### src/logic/mem_stage_pkg.sv
package mem_stage_pkg;

    // one pipeline data word
    typedef logic [31:0] word_t;

    // one byte lane datum
    typedef logic [7:0] byte_t;

    // byte address from the alu or the debug bus
    // also carries a word index once shifted down
    typedef logic [31:0] mem_addr_t;

    // per-lane write enables, bit n drives lane n
    typedef logic [3:0] lane_en_t;

    // access size as decoded from the load/store opcode
    typedef logic [1:0] access_size_t;

    // lb/lbu/sb
    localparam access_size_t SIZE_BYTE = 2'd0;

    // lh/lhu/sh
    localparam access_size_t SIZE_HALF = 2'd1;

    // lw/sw, code 3 is unused and decoded as word too
    localparam access_size_t SIZE_WORD = 2'd2;

    // byte lanes per word, lane 0 holds address offset 0
    localparam int N_LANES = 4;

endpackage
### src/logic/data_mem_top.sv
`timescale 1ns/1ps

module data_mem_top
    import mem_stage_pkg::*;
#(
    parameter int DEPTH_WORDS = 16
)
(
    input  logic         i_clk,
    input  logic         i_reset,
    // pipeline side
    input  logic         i_mem_write,
    input  logic         i_mem_read,
    input  logic         i_unsigned,
    input  mem_addr_t    i_alu_addr,
    input  access_size_t i_size,
    input  word_t        i_store_data,
    // wishbone debug side
    input  logic         i_wb_cyc,
    input  logic         i_wb_stb,
    input  logic         i_wb_we,
    input  mem_addr_t    i_wb_adr,
    output word_t        o_load_data,
    output logic         o_load_valid,
    output logic         o_misaligned,
    output word_t        o_wb_dat,
    output logic         o_wb_ack
);

    lane_en_t  lane_we;
    word_t     lane_data;
    // pipeline read bytes, lane n in bits 8n+7:8n
    word_t     lane_bytes;
    // debug read bytes, same packing
    word_t     dbg_word;
    mem_addr_t dbg_index;
    // word index of the pipeline access
    mem_addr_t pipe_index;

    assign pipe_index = {2'b00, i_alu_addr[31:2]};

    // stores into lanes, misalignment flag
    store_align store_align_inst (
        .i_clk        (i_clk),
        .i_reset      (i_reset),
        .i_mem_write  (i_mem_write),
        .i_mem_read   (i_mem_read),
        .i_addr       (i_alu_addr),
        .i_size       (i_size),
        .i_store_data (i_store_data),
        .o_lane_we    (lane_we),
        .o_lane_data  (lane_data),
        .o_misaligned (o_misaligned)
    );

    // four byte lanes
    for (genvar g = 0; g < N_LANES; g++)
    begin : g_lane
        byte_bank #(
            .DEPTH_WORDS (DEPTH_WORDS)
        ) byte_bank_inst (
            .i_clk       (i_clk),
            .i_we        (lane_we[g]),
            .i_wr_index  (pipe_index),
            .i_rd_index  (pipe_index),
            .i_wr_byte   (lane_data[8*g +: 8]),
            .i_dbg_index (dbg_index),
            .o_rd_byte   (lane_bytes[8*g +: 8]),
            .o_dbg_byte  (dbg_word[8*g +: 8])
        );
    end

    // select and extend the loaded lanes
    load_extend #(
        .DEPTH_WORDS (DEPTH_WORDS)
    ) load_extend_inst (
        .i_clk        (i_clk),
        .i_reset      (i_reset),
        .i_mem_read   (i_mem_read),
        .i_addr       (i_alu_addr),
        .i_size       (i_size),
        .i_unsigned   (i_unsigned),
        .i_misaligned (o_misaligned),
        .i_lane_bytes (lane_bytes),
        .o_load_data  (o_load_data),
        .o_load_valid (o_load_valid)
    );

    // debug host reads over wishbone
    debug_wb_port #(
        .DEPTH_WORDS (DEPTH_WORDS)
    ) debug_wb_port_inst (
        .i_clk       (i_clk),
        .i_reset     (i_reset),
        .i_wb_cyc    (i_wb_cyc),
        .i_wb_stb    (i_wb_stb),
        .i_wb_we     (i_wb_we),
        .i_wb_adr    (i_wb_adr),
        .i_dbg_word  (dbg_word),
        .o_dbg_index (dbg_index),
        .o_wb_dat    (o_wb_dat),
        .o_wb_ack    (o_wb_ack)
    );

endmodule

### src/logic/debug_wb_port.sv
`timescale 1ns/1ps

module debug_wb_port
    import mem_stage_pkg::*;
#(
    parameter int DEPTH_WORDS = 16
)
(
    input  logic      i_clk,
    input  logic      i_reset,
    input  logic      i_wb_cyc,
    input  logic      i_wb_stb,
    input  logic      i_wb_we,
    input  mem_addr_t i_wb_adr,
    input  word_t     i_dbg_word,
    output mem_addr_t o_dbg_index,
    output word_t     o_wb_dat,
    output logic      o_wb_ack
);

    // word index wraps modulo depth
    localparam mem_addr_t IDX_MASK = mem_addr_t'(DEPTH_WORDS - 1);

    // one transfer open, held until stb drops
    logic busy;
    // bank read in flight, ack on the next edge
    logic pending;
    // write transfers return zero
    logic we_q;
    logic start;

    // new transfer only when idle
    assign start = i_wb_cyc && i_wb_stb && !busy;

    // index follows the bus address directly
    // the bank registers it on the first stb edge
    assign o_dbg_index = (i_wb_adr >> 2) & IDX_MASK;

    always_ff @(posedge i_clk)
    begin
        if (i_reset)
        begin
            busy     <= 1'b0;
            pending  <= 1'b0;
            we_q     <= 1'b0;
            o_wb_ack <= 1'b0;
            o_wb_dat <= '0;
        end
        else
        begin
            // ack is a single cycle pulse
            o_wb_ack <= 1'b0;
            if (start)
            begin
                busy    <= 1'b1;
                pending <= 1'b1;
                we_q    <= i_wb_we;
            end
            else if (pending)
            begin
                // bank word is valid now
                pending  <= 1'b0;
                o_wb_ack <= 1'b1;
                o_wb_dat <= we_q ? '0 : i_dbg_word;
            end
            else if (busy && !(i_wb_cyc && i_wb_stb))
            begin
                // master released the bus
                busy <= 1'b0;
            end
        end
    end

endmodule

### src/logic/load_extend.sv
`timescale 1ns/1ps

module load_extend
    import mem_stage_pkg::*;
#(
    parameter int DEPTH_WORDS = 16
)
(
    input  logic         i_clk,
    input  logic         i_reset,
    input  logic         i_mem_read,
    input  mem_addr_t    i_addr,
    input  access_size_t i_size,
    input  logic         i_unsigned,
    input  logic         i_misaligned,
    input  word_t        i_lane_bytes,
    output word_t        o_load_data,
    output logic         o_load_valid
);

    // banks wrap the index with a bit slice, so depth must be a power of two
    if ((1 << $clog2(DEPTH_WORDS)) != DEPTH_WORDS)
    begin : g_depth_check
        $error("DEPTH_WORDS must be a power of two");
    end

    // strobe delayed to line up with the bank read registers
    logic         rd_q;
    logic [1:0]   offset_q;
    access_size_t size_q;
    logic         unsigned_q;
    byte_t        sel_byte;
    logic [15:0]  sel_half;
    word_t        extended;

    always_ff @(posedge i_clk)
    begin
        if (i_reset)
        begin
            rd_q <= 1'b0;
        end
        else
        begin
            rd_q <= i_mem_read;
        end
    end

    // access attributes for the second stage
    always_ff @(posedge i_clk)
    begin
        offset_q   <= i_addr[1:0];
        size_q     <= i_size;
        unsigned_q <= i_unsigned;
    end

    // pick the addressed byte
    always_comb
    begin
        case (offset_q)
            2'd0:    sel_byte = i_lane_bytes[7:0];
            2'd1:    sel_byte = i_lane_bytes[15:8];
            2'd2:    sel_byte = i_lane_bytes[23:16];
            default: sel_byte = i_lane_bytes[31:24];
        endcase
    end

    // half from the low or high pair of lanes
    assign sel_half = offset_q[1] ? i_lane_bytes[31:16] : i_lane_bytes[15:0];

    // sign or zero fill
    always_comb
    begin
        case (size_q)
            SIZE_BYTE: extended = {{24{sel_byte[7] & ~unsigned_q}}, sel_byte};
            SIZE_HALF: extended = {{16{sel_half[15] & ~unsigned_q}}, sel_half};
            default:   extended = i_lane_bytes;
        endcase
    end

    // second stage drives valid two cycles after the strobe
    always_ff @(posedge i_clk)
    begin
        if (i_reset)
        begin
            o_load_valid <= 1'b0;
            o_load_data  <= '0;
        end
        else
        begin
            o_load_valid <= rd_q;
            // misaligned flag arrives in this same cycle from the aligner
            if (rd_q)
            begin
                o_load_data <= i_misaligned ? '0 : extended;
            end
        end
    end

endmodule

### src/logic/byte_bank.sv
`timescale 1ns/1ps

module byte_bank
    import mem_stage_pkg::*;
#(
    parameter int DEPTH_WORDS = 16
)
(
    input  logic      i_clk,
    input  logic      i_we,
    input  mem_addr_t i_wr_index,
    input  mem_addr_t i_rd_index,
    input  byte_t     i_wr_byte,
    input  mem_addr_t i_dbg_index,
    output byte_t     o_rd_byte,
    output byte_t     o_dbg_byte
);

    // index bits kept, upper bits wrap modulo depth
    localparam int IDX_W = (DEPTH_WORDS > 1) ? $clog2(DEPTH_WORDS) : 1;

    byte_t mem [DEPTH_WORDS];

    // one write port, rising edge
    always_ff @(posedge i_clk)
    begin
        if (i_we)
        begin
            mem[i_wr_index[IDX_W-1:0]] <= i_wr_byte;
        end
    end

    // both read ports registered every cycle
    // same-cycle write is not seen, old byte comes out
    always_ff @(posedge i_clk)
    begin
        o_rd_byte  <= mem[i_rd_index[IDX_W-1:0]];
        o_dbg_byte <= mem[i_dbg_index[IDX_W-1:0]];
    end

endmodule

### src/logic/store_align.sv
`timescale 1ns/1ps

module store_align
    import mem_stage_pkg::*;
(
    input  logic         i_clk,
    input  logic         i_reset,
    input  logic         i_mem_write,
    input  logic         i_mem_read,
    input  mem_addr_t    i_addr,
    input  access_size_t i_size,
    input  word_t        i_store_data,
    output lane_en_t     o_lane_we,
    output word_t        o_lane_data,
    output logic         o_misaligned
);

    // byte offset inside the word
    logic [1:0] offset;
    logic       misaligned;
    lane_en_t   lane_mask;

    assign offset = i_addr[1:0];

    // half needs an even address, word needs offset zero
    // size code 3 falls into the word rule
    always_comb
    begin
        case (i_size)
            SIZE_BYTE: misaligned = 1'b0;
            SIZE_HALF: misaligned = offset[0];
            default:   misaligned = (offset != 2'b00);
        endcase
    end

    // lanes touched by the access
    always_comb
    begin
        case (i_size)
            SIZE_BYTE: lane_mask = lane_en_t'(4'b0001 << offset);
            SIZE_HALF: lane_mask = offset[1] ? 4'b1100 : 4'b0011;
            default:   lane_mask = 4'b1111;
        endcase
    end

    // copy the low byte or half into every lane
    // the enables pick which copies land
    always_comb
    begin
        case (i_size)
            SIZE_BYTE: o_lane_data = {N_LANES{i_store_data[7:0]}};
            SIZE_HALF: o_lane_data = {2{i_store_data[15:0]}};
            default:   o_lane_data = i_store_data;
        endcase
    end

    // a misaligned store writes nothing at all
    assign o_lane_we = (i_mem_write && !misaligned) ? lane_mask : '0;

    // flag for the cycle after the strobe, lines up with the bank outputs
    always_ff @(posedge i_clk)
    begin
        if (i_reset)
        begin
            o_misaligned <= 1'b0;
        end
        else
        begin
            o_misaligned <= (i_mem_write || i_mem_read) && misaligned;
        end
    end

endmodule

### config.mk
export PLATFORM = sky130hd
export DESIGN_NAME = data_mem_top
export DESIGN_NICKNAME = d
export VERILOG_FILES = /design/src/logic/mem_stage_pkg.sv /design/src/logic/data_mem_top.sv /design/src/logic/debug_wb_port.sv /design/src/logic/load_extend.sv /design/src/logic/byte_bank.sv /design/src/logic/store_align.sv
export SDC_FILE = /design/constraint.sdc
export NUM_CORES = 1
export LEC_CHECK = 0
export ABC_AREA = 1
export BUFFER_PORTS_ARGS = -buffer_cell sky130_fd_sc_hd__buf_2
export CAP_MARGIN = 20
export CORE_MARGIN = 2
export CORE_UTILIZATION = 35
export CTS_CLUSTER_SIZE = 14
export DETAILED_ROUTE_END_ITERATION = 10
export PLACE_DENSITY = 0.62
export SLEW_MARGIN = 10
export SYNTH_ARGS = -nofsm -noshare
export SYNTH_HDL_FRONTEND = slang
export SYNTH_SLANG_ARGS = --single-unit
### constraint.sdc
create_clock -name i_clk -period 3.7 [get_ports i_clk]
set_clock_uncertainty 0.2 [all_clocks]
set_input_delay 0.74 -clock i_clk [delete_from_list [all_inputs] [get_ports i_clk]]
set_output_delay 0.74 -clock i_clk [all_outputs]
set_load 0.02 [all_outputs]
==> metrics.txt, run 1 <==
core footprint about 82000 µm²; Layout Utilization 39.8%; fraction of power consumed by the clock network 41.0%; vias per cell around 5.7; Mapped Nets 2869; Die H 291 µm; average wire length per cell after detail routing 23.3 µm; layout-stage area growth over the synthesis result 12.9%; clock latency reported for the late side of the worst-skew pair about 0.63 ns; xor-xnor portion of the synthesized cell area 0%; maximum fanout along the worst path 22; final critical path time including I/O delays and setup ~2.8 ns; static leakage ~0.011 µW; Worst Setup End Kind flip-flop; synthesis-stage register bit count around 650; effective utilization at floorplan around a third; reported net switching power between 4000 and 5000 µW; Detailed Routing Iterations Pass 1 6; CTS-repair resized insts 0; FILL cells around 8000; I/O pin total roughly 170; total half-perimeter wirelength after legalization and detailed placement ~57 mm; setup repair after global routing missed its margin no; number of levels the H-tree was split into 3; Die Area 84800 µm²; Hold Path Class primary input to flip-flop; clock transition at the registers of the reported paths ~0.060 ns; Area contributors post-synth edfxtp_1 (53%), dfxtp_1 (9.7%), a22oi_1 (6.7%); Layout Cell Area excl Fill 32600 µm²; via count between 20000 and 25000; count of input and output buffers approximately 120; first-pass GRT wire length between 100 and 150 mm; power per standard cell area between 500 and 600 nW/µm²; fin nets about 2900; cell count after synthesis 2762; cell chain of the critical path buf_2 > nor2_2 > a21oi_1 > nor2_2 > nand2_2 > nor2_1; synth warn 0; crit start category primary input; number of design-rule violations left by the first detailed-router iteration around 2600; Unique masters post-synth 32; crit-path max cell delay roughly 0.94 ns; peak ir drop on the vdd network 0.331 mV; achievable frequency approximately 360 MHz; sequential fraction of design power between 40% and 50%; setup TNS 0 ns; worst-case clock buffer depth 3; run status finished clean; DP Area between 30000 and 40000 µm²; mux cell area share after synthesis 0%; critical-path cell with the highest stage delay nor2_1; fraction of power spent switching nets between 20% and 30%; average instance area after synthesis approximately 10 µm²; combined area of all synthesized cells roughly 29000 µm²; compound-gate portion of the synthesized area between 10% and 20%; Simple-Gate Fraction of Synth Area roughly 15%; fraction of layout instances using a drive strength above 1 12.2%; wire length after detailed routing just over 90 mm; post-CTS repair timing setup buffer count 0; Final setup violation count 0; number of antenna violations at the first check in global routing 7; sequential fraction of the synthesis area a little over three fifths; fraction of post-synthesis cell area in the top cell type by area 53.3%; DRC errors left 0; hold bufs inserted after CTS 1; clock sinks ~650; clock root cell clkbuf_16; cell repeated most along the worst path nor2_2; post-route clock period utilization roughly three quarters; worst endpoint data arrival time roughly 2.8 ns; fraction of the mapped netlist area in adder cells 0.0433%; combinational share of power slightly above 9%; most common cell after layout, fill and taps aside edfxtp_1; largest family of logic cells by synthesized area compound AO/OA/AOI/OAI gates; floorplan die width 291 µm; number of cell rows between 100 and 150; Congestion Overflow GR 0; largest net degree at the start of global routing around 170; design internal power approximately 12000 µW; CTS tree built; Max Cap Violations 0; total CTS buffers 68; largest area contributor in the netlist edfxtp_1; Worst Max-Slew Pin Slew roughly 1.2 ns; placer's final routability congestion estimate between 0.8 and 0.9; Max Transition Viols Final 0; via count of the first global-routing pass roughly 21000; number of routed nets with antenna violations 0; slew margin rel. between 10% and 20%; highest-count cells in the layout ignoring fill and taps edfxtp_1 (512), nand2_1 (459), nor2_1 (393); crit path kind primary input to flip-flop; required time reported for the critical path endpoint 3.72 ns; GRT Util Overall between 20% and 30%; Final Hold Viols 0
## area by class of cell
| cell class | instances | area [µm²] | share of cell area [%] |
|---|---|---|---|
| Sequential cell | 652 | 18200 | 55.8 |
| Timing Repair Buffer | 192 | 1260 | 3.86 |
| Clock buffer | 98 | 1960 | 6.01 |
| Inverter | 73 | 285 | 0.876 |
| Tap cell | 1070 | 1340 | 4.11 |
| Antenna cell | 3 | 7.51 | 0.0230 |
| Multi-Input combinational cell | 1826 | 9320 | 28.6 |
| Clock inverter | 26 | 235 | 0.722 |
## Yosys cell counts
master and n:
nor2_2 6, nand2_2 14, dfxtp_1 140, o31ai_1 1
nor2_1 397, clkinv_2 1, a21oi_2 10, o211ai_1 101
buf_4 13, clkinv_1 2, o22ai_1 2, buf_8 3
o21ai_0 273, a21oi_1 61, o21ai_1 34, nand3_1 122
nand4_1 32, edfxtp_1 512, buf_2 62, buf_6 24
o221ai_1 41, ha_1 1, inv_1 67, o21a_1 1
buf_1 13, a22oi_1 256, inv_2 2, or2_2 13
nand3_4 2, clkbuf_1 96, nand2_1 459, inv_8 1
## final timing paths
| kind | start | to | slack (ns) | cells past startpoint |
|---|---|---|---|---|
| worst min register to register | g_lane[2].byte_bank_inst.o_dbg_byte[2] | debug_wb_port_inst.o_wb_dat[18] | 0.24 | 2 |
| worst max-delay path | i_size[1] | g_lane[2].byte_bank_inst.mem[0][3] | 0.90 | 6 |
| worst max register to register | load_extend_inst.size_q[1] | load_extend_inst.o_load_data[17] | 1.17 | 7 |
| worst min-delay path | i_wb_we | debug_wb_port_inst.we_q | 0.12 | 3 |
## cells by family after synthesis
kind of cell | Yosys count
simple gates | 1045
compound gates | 780
flops | 652
buf+inv | 284
fa+ha+maj | 1
## critical path, delay by kind of cell
family                 cells  cell delay [ns]
AO/OA/AOI/OAI              1             0.12
AND/OR/NAND/NOR            4             1.66
buffers and inverters      1             0.28
## registers in the layout, summed over array words and instances (netlist names)
register,count
store_align_inst.o_misaligned,1
g_lane.byte_bank_inst.o_rd_byte,32
debug_wb_port_inst.we_q,1
g_lane.byte_bank_inst.o_dbg_byte,32
load_extend_inst.offset_q,2
load_extend_inst.o_load_valid,1
load_extend_inst.o_load_data,32
debug_wb_port_inst.pending,1
load_extend_inst.size_q,2
load_extend_inst.rd_q,1
debug_wb_port_inst.o_wb_dat,32
debug_wb_port_inst.busy,1
load_extend_inst.unsigned_q,1
debug_wb_port_inst.o_wb_ack,1
g_lane.byte_bank_inst.mem,512
## routing by layer
layer  GRT usage [%]  vias to the layer above  wire length (µm)
met3            5.59                      172              9760
met2            32.9                     1200             41400
met5               0                        -                50
met1            28.5                    10800             38100
li1                -                    10100                 -
met4            6.95                        8              2450
## metrics by stage
stage	cells	setup slack, ns	total power, µW	hold slack (ns)
finish	3940	0.904	16500	0.121
global route	3940	0.845	17000	0.128
CTS	3936	0.968	16600	0.0991
detailed placement	3811	0.324	9870	0.237
global placement	3809	0.336	9850	0.234
floorplan	2762	1.24	9270	0.227
## power by group through the flow
stage	logic [µW]	registers [µW]	clock network [µW]
after global routing	1620	8260	7130
final	1500	8250	6760
after detailed placement	1470	8400	0
after floorplan	900	8370	0
after global placement	1450	8400	0
after CTS	1470	8240	6840
(Power assumes the default switching activity.)
==> run 2, diff against run 1 <==
--- a/config.mk
+++ b/config.mk
@@ -12,7 +12,7 @@
 export CORE_UTILIZATION = 35
 export CTS_CLUSTER_SIZE = 14
 export DETAILED_ROUTE_END_ITERATION = 10
-export PLACE_DENSITY = 0.62
+export PLACE_DENSITY = 0.64
 export SLEW_MARGIN = 10
 export SYNTH_ARGS = -nofsm -noshare
 export SYNTH_HDL_FRONTEND = slang
==> constraint.sdc (replaced) <==
create_clock -name i_clk -period 2.5 [get_ports i_clk]
set_clock_uncertainty 0.2 [all_clocks]
set_input_delay 0.5 -clock i_clk [delete_from_list [all_inputs] [get_ports i_clk]]
set_output_delay 0.5 -clock i_clk [all_outputs]
set_load 0.02 [all_outputs]
==> metrics.txt, run 2 (synthesis gave the netlist of run 1 again) <==
Detailed Routing Iterations Pass 1 7 (+1); achievable frequency about 430 MHz; Worst Setup End Kind flip-flop; effective utilization at floorplan 35.3% (unchanged); wire length after detailed routing 91.0 mm (-0.82%); worst endpoint data arrival time 2.46 ns (-0.36 ns); worst-case clock buffer depth 3 (unchanged); post-route clock period utilization between 90% and 100%; DP Area 31200 µm² (+2.6%); Worst Max-Slew Pin Slew 0.643 ns (-0.578 ns); number of routed nets with antenna violations 0 (unchanged); crit start category primary input; count of input and output buffers 118 (unchanged); number of levels the H-tree was split into 3 (unchanged); hold path startpoint i_store_data[6]; Worst R2R Setup Slack 0.65 ns (-0.52 ns); I/O pin total 173 (unchanged); clock sinks 652 (unchanged); floorplan die width 291 µm (unchanged); source of the worst register-to-register timing path load_extend_inst.rd_q; instance count after placement with tap cells included 3890 (+2.1%); sequential fraction of design power 48.9% (-1.0 points); static leakage 0.0120 µW (+4.9%); Congestion Overflow GR 0 (unchanged); GR met3 Demand/Resource 4.69% (-0.90 points); peak ir drop on the vdd network 0.352 mV (+6.3%); total area of sequential cells 18200 µm² (unchanged); layout-stage area growth over the synthesis result 16.3%; CTS tree built; largest net degree at the start of global routing 91 (-45%); combinational share of power 9.4% (+0.3 points); GRT Util Overall 20.9% (-0.21 points); via count of the first global-routing pass 21100 (+0.58%); average wire length per cell after detail routing 22.6 µm (-3.0%); power per standard cell area 742 nW/µm² (+46%); design internal power 18900 µW (+52%); via count 22500 (+0.94%); fraction of layout instances using a drive strength above 1 14.6% (+2.4 points); Multi-input gate area 9320 µm² (unchanged); total CTS buffers 71 (+4.4%); total half-perimeter wirelength after legalization and detailed placement 58.7 mm (+2.3%); maximum fanout along the worst path 16 (-27%); Critical path origin i_size[1]; terminus of the critical flop-to-flop path load_extend_inst.o_load_data[19]; crit path kind primary input to flip-flop; instance count along the most critical hold path 1 (-2); reported net switching power 6040 µW (+48%); fin nets 3008 (+3.0%); Max Transition Viols Final 0 (unchanged); fraction of power consumed by the clock network 41.6% (+0.6 points); fraction of power spent switching nets 24.3% (-0.39 points); vias per cell 5.59 (-1.3%); required time reported for the critical path endpoint 2.61 ns (-1.11 ns); Final setup violation count 0 (unchanged); first-pass GRT wire length 133 mm (-1.5%); fraction of met1 tracks used by global routing 29.0% (+0.47 points); number of antenna diodes 0 (-3); max reg flops 512 (unchanged); Final Hold Viols 0 (unchanged); core footprint 81800 µm² (unchanged); post-route insts no fill 4030 (+2.3%); clock root cell clkbuf_16; Die H 291 µm (unchanged); setup repair after global routing missed its margin no; met2 Usage GRT 32.3% (-0.61 points); slew margin rel. 57.0% (+38 points); run status finished clean; number of cell rows 105 (unchanged); post-CTS repair timing setup buffer count 0 (unchanged); Max Cap Violations 0 (unchanged); Hold Path Class primary input to flip-flop; number of design-rule violations left by the first detailed-router iteration 2815 (+8.9%); final critical path time including I/O delays and setup 2.35 ns; highest-count cells in the layout ignoring fill and taps edfxtp_1 (512), nand2_1 (459), nor2_1 (393); Layout Cell Area excl Fill 33600 µm² (+3.0%); placer's final routability congestion estimate 0.896 (+2.7%); FILL cells 7680 (-1.9%); DRC errors left 0 (unchanged); clock transition at the registers of the reported paths 0.06 ns (about the same); FF-to-FF path depth 6 (-1); number of antenna violations at the first check in global routing 5 (-2); most common cell after layout, fill and taps aside edfxtp_1; clock latency reported for the late side of the worst-skew pair 0.62 ns (about the same); Die Area 84800 µm² (unchanged); endpoint of the worst hold path g_lane[0].byte_bank_inst.mem[9][6]; setup TNS 0 ns (unchanged); layer with the highest usage met2
run 2: cell count changes in the layout (fill, tap and decap cells not counted), sizes merged:
cell / previous run / this run
buf: 191 / 269
dlygate4sd3: 1 / 8
clkinv: 22 / 25
diode: 3 / 0
inv: 73 / 75
bufinv: 3 / 4
clkbuf: 98 / 99
clkinvlp: 1 / 2
run 2: worst max-delay path by stage:
stage / to / slack (ns) / depth (start not counted)
after global placement: g_lane[3].byte_bank_inst.mem[14][5] / 0.16 / 6
after global routing: g_lane[1].byte_bank_inst.mem[9][1] / 0.04 / 8
after CTS: g_lane[1].byte_bank_inst.mem[2][6] / 0.21 / 8
final: g_lane[3].byte_bank_inst.mem[8][5] / 0.15 / 8
after floorplan: g_lane[0].byte_bank_inst.mem[12][0] / 0.28 / 7
after detailed placement: g_lane[3].byte_bank_inst.mem[8][5] / 0.12 / 7
run 2: through the flow:
| step | hold WS [ns] | util (%) | total power [µW] | worst slack [ns] |
|---|---|---|---|---|
| finish | 0.0192 | 41.0 | 24900 | 0.153 |
| global route | 0.00369 | 41.0 | 25700 | 0.0441 |
| CTS | 0.00248 | 41.0 | 25000 | 0.213 |
| detailed placement | 0.237 | 38.1 | 14700 | 0.120 |
| global placement | 0.233 | 38.1 | 14700 | 0.157 |
| floorplan | 0.227 | - | 13700 | 0.281 |
run 2: layer usage:
metal  wire length, µm  vias to the layer above
li1                  -                    10300
met1             37700                    10800
met2             40900                     1206
met3              9830                      181
met4              2620                       10
met5                53                        -
run 2: worst max-delay path: stages:
cell and delay [ns]:
dlygate4sd3_1 0.53, buf_2 0.21, nor2_2 0.16, a21oi_1 0.08, nor2_2 0.24, nand2_2 0.28
nor2_1 0.23, buf_4 0.21
run 2: timing repair:
action,4_1_cts,5_1_grt
endpoints found under the hold margin,9,0
resized for setup,0,0
hold buffers,8,0
run 2: power by group through the flow:
stage               sequential, µW  combinational [µW]  clock [µW]
finish                       12200                2350       10400
global route                 12200                2520       11000
CTS                          12200                2310       10500
detailed placement           12400                2290           0
global placement             12400                2270           0
floorplan                    12400                1330           0
run 2: layout make-up:
type                       count  area share, %
sequential                   652           54.1
clock buffer                  99           6.10
inverter                      73          0.850
timing repair buffer         277           6.31
tap                         1070           3.99
clock inverter                33          0.853
multi-input combinational   1826           27.8
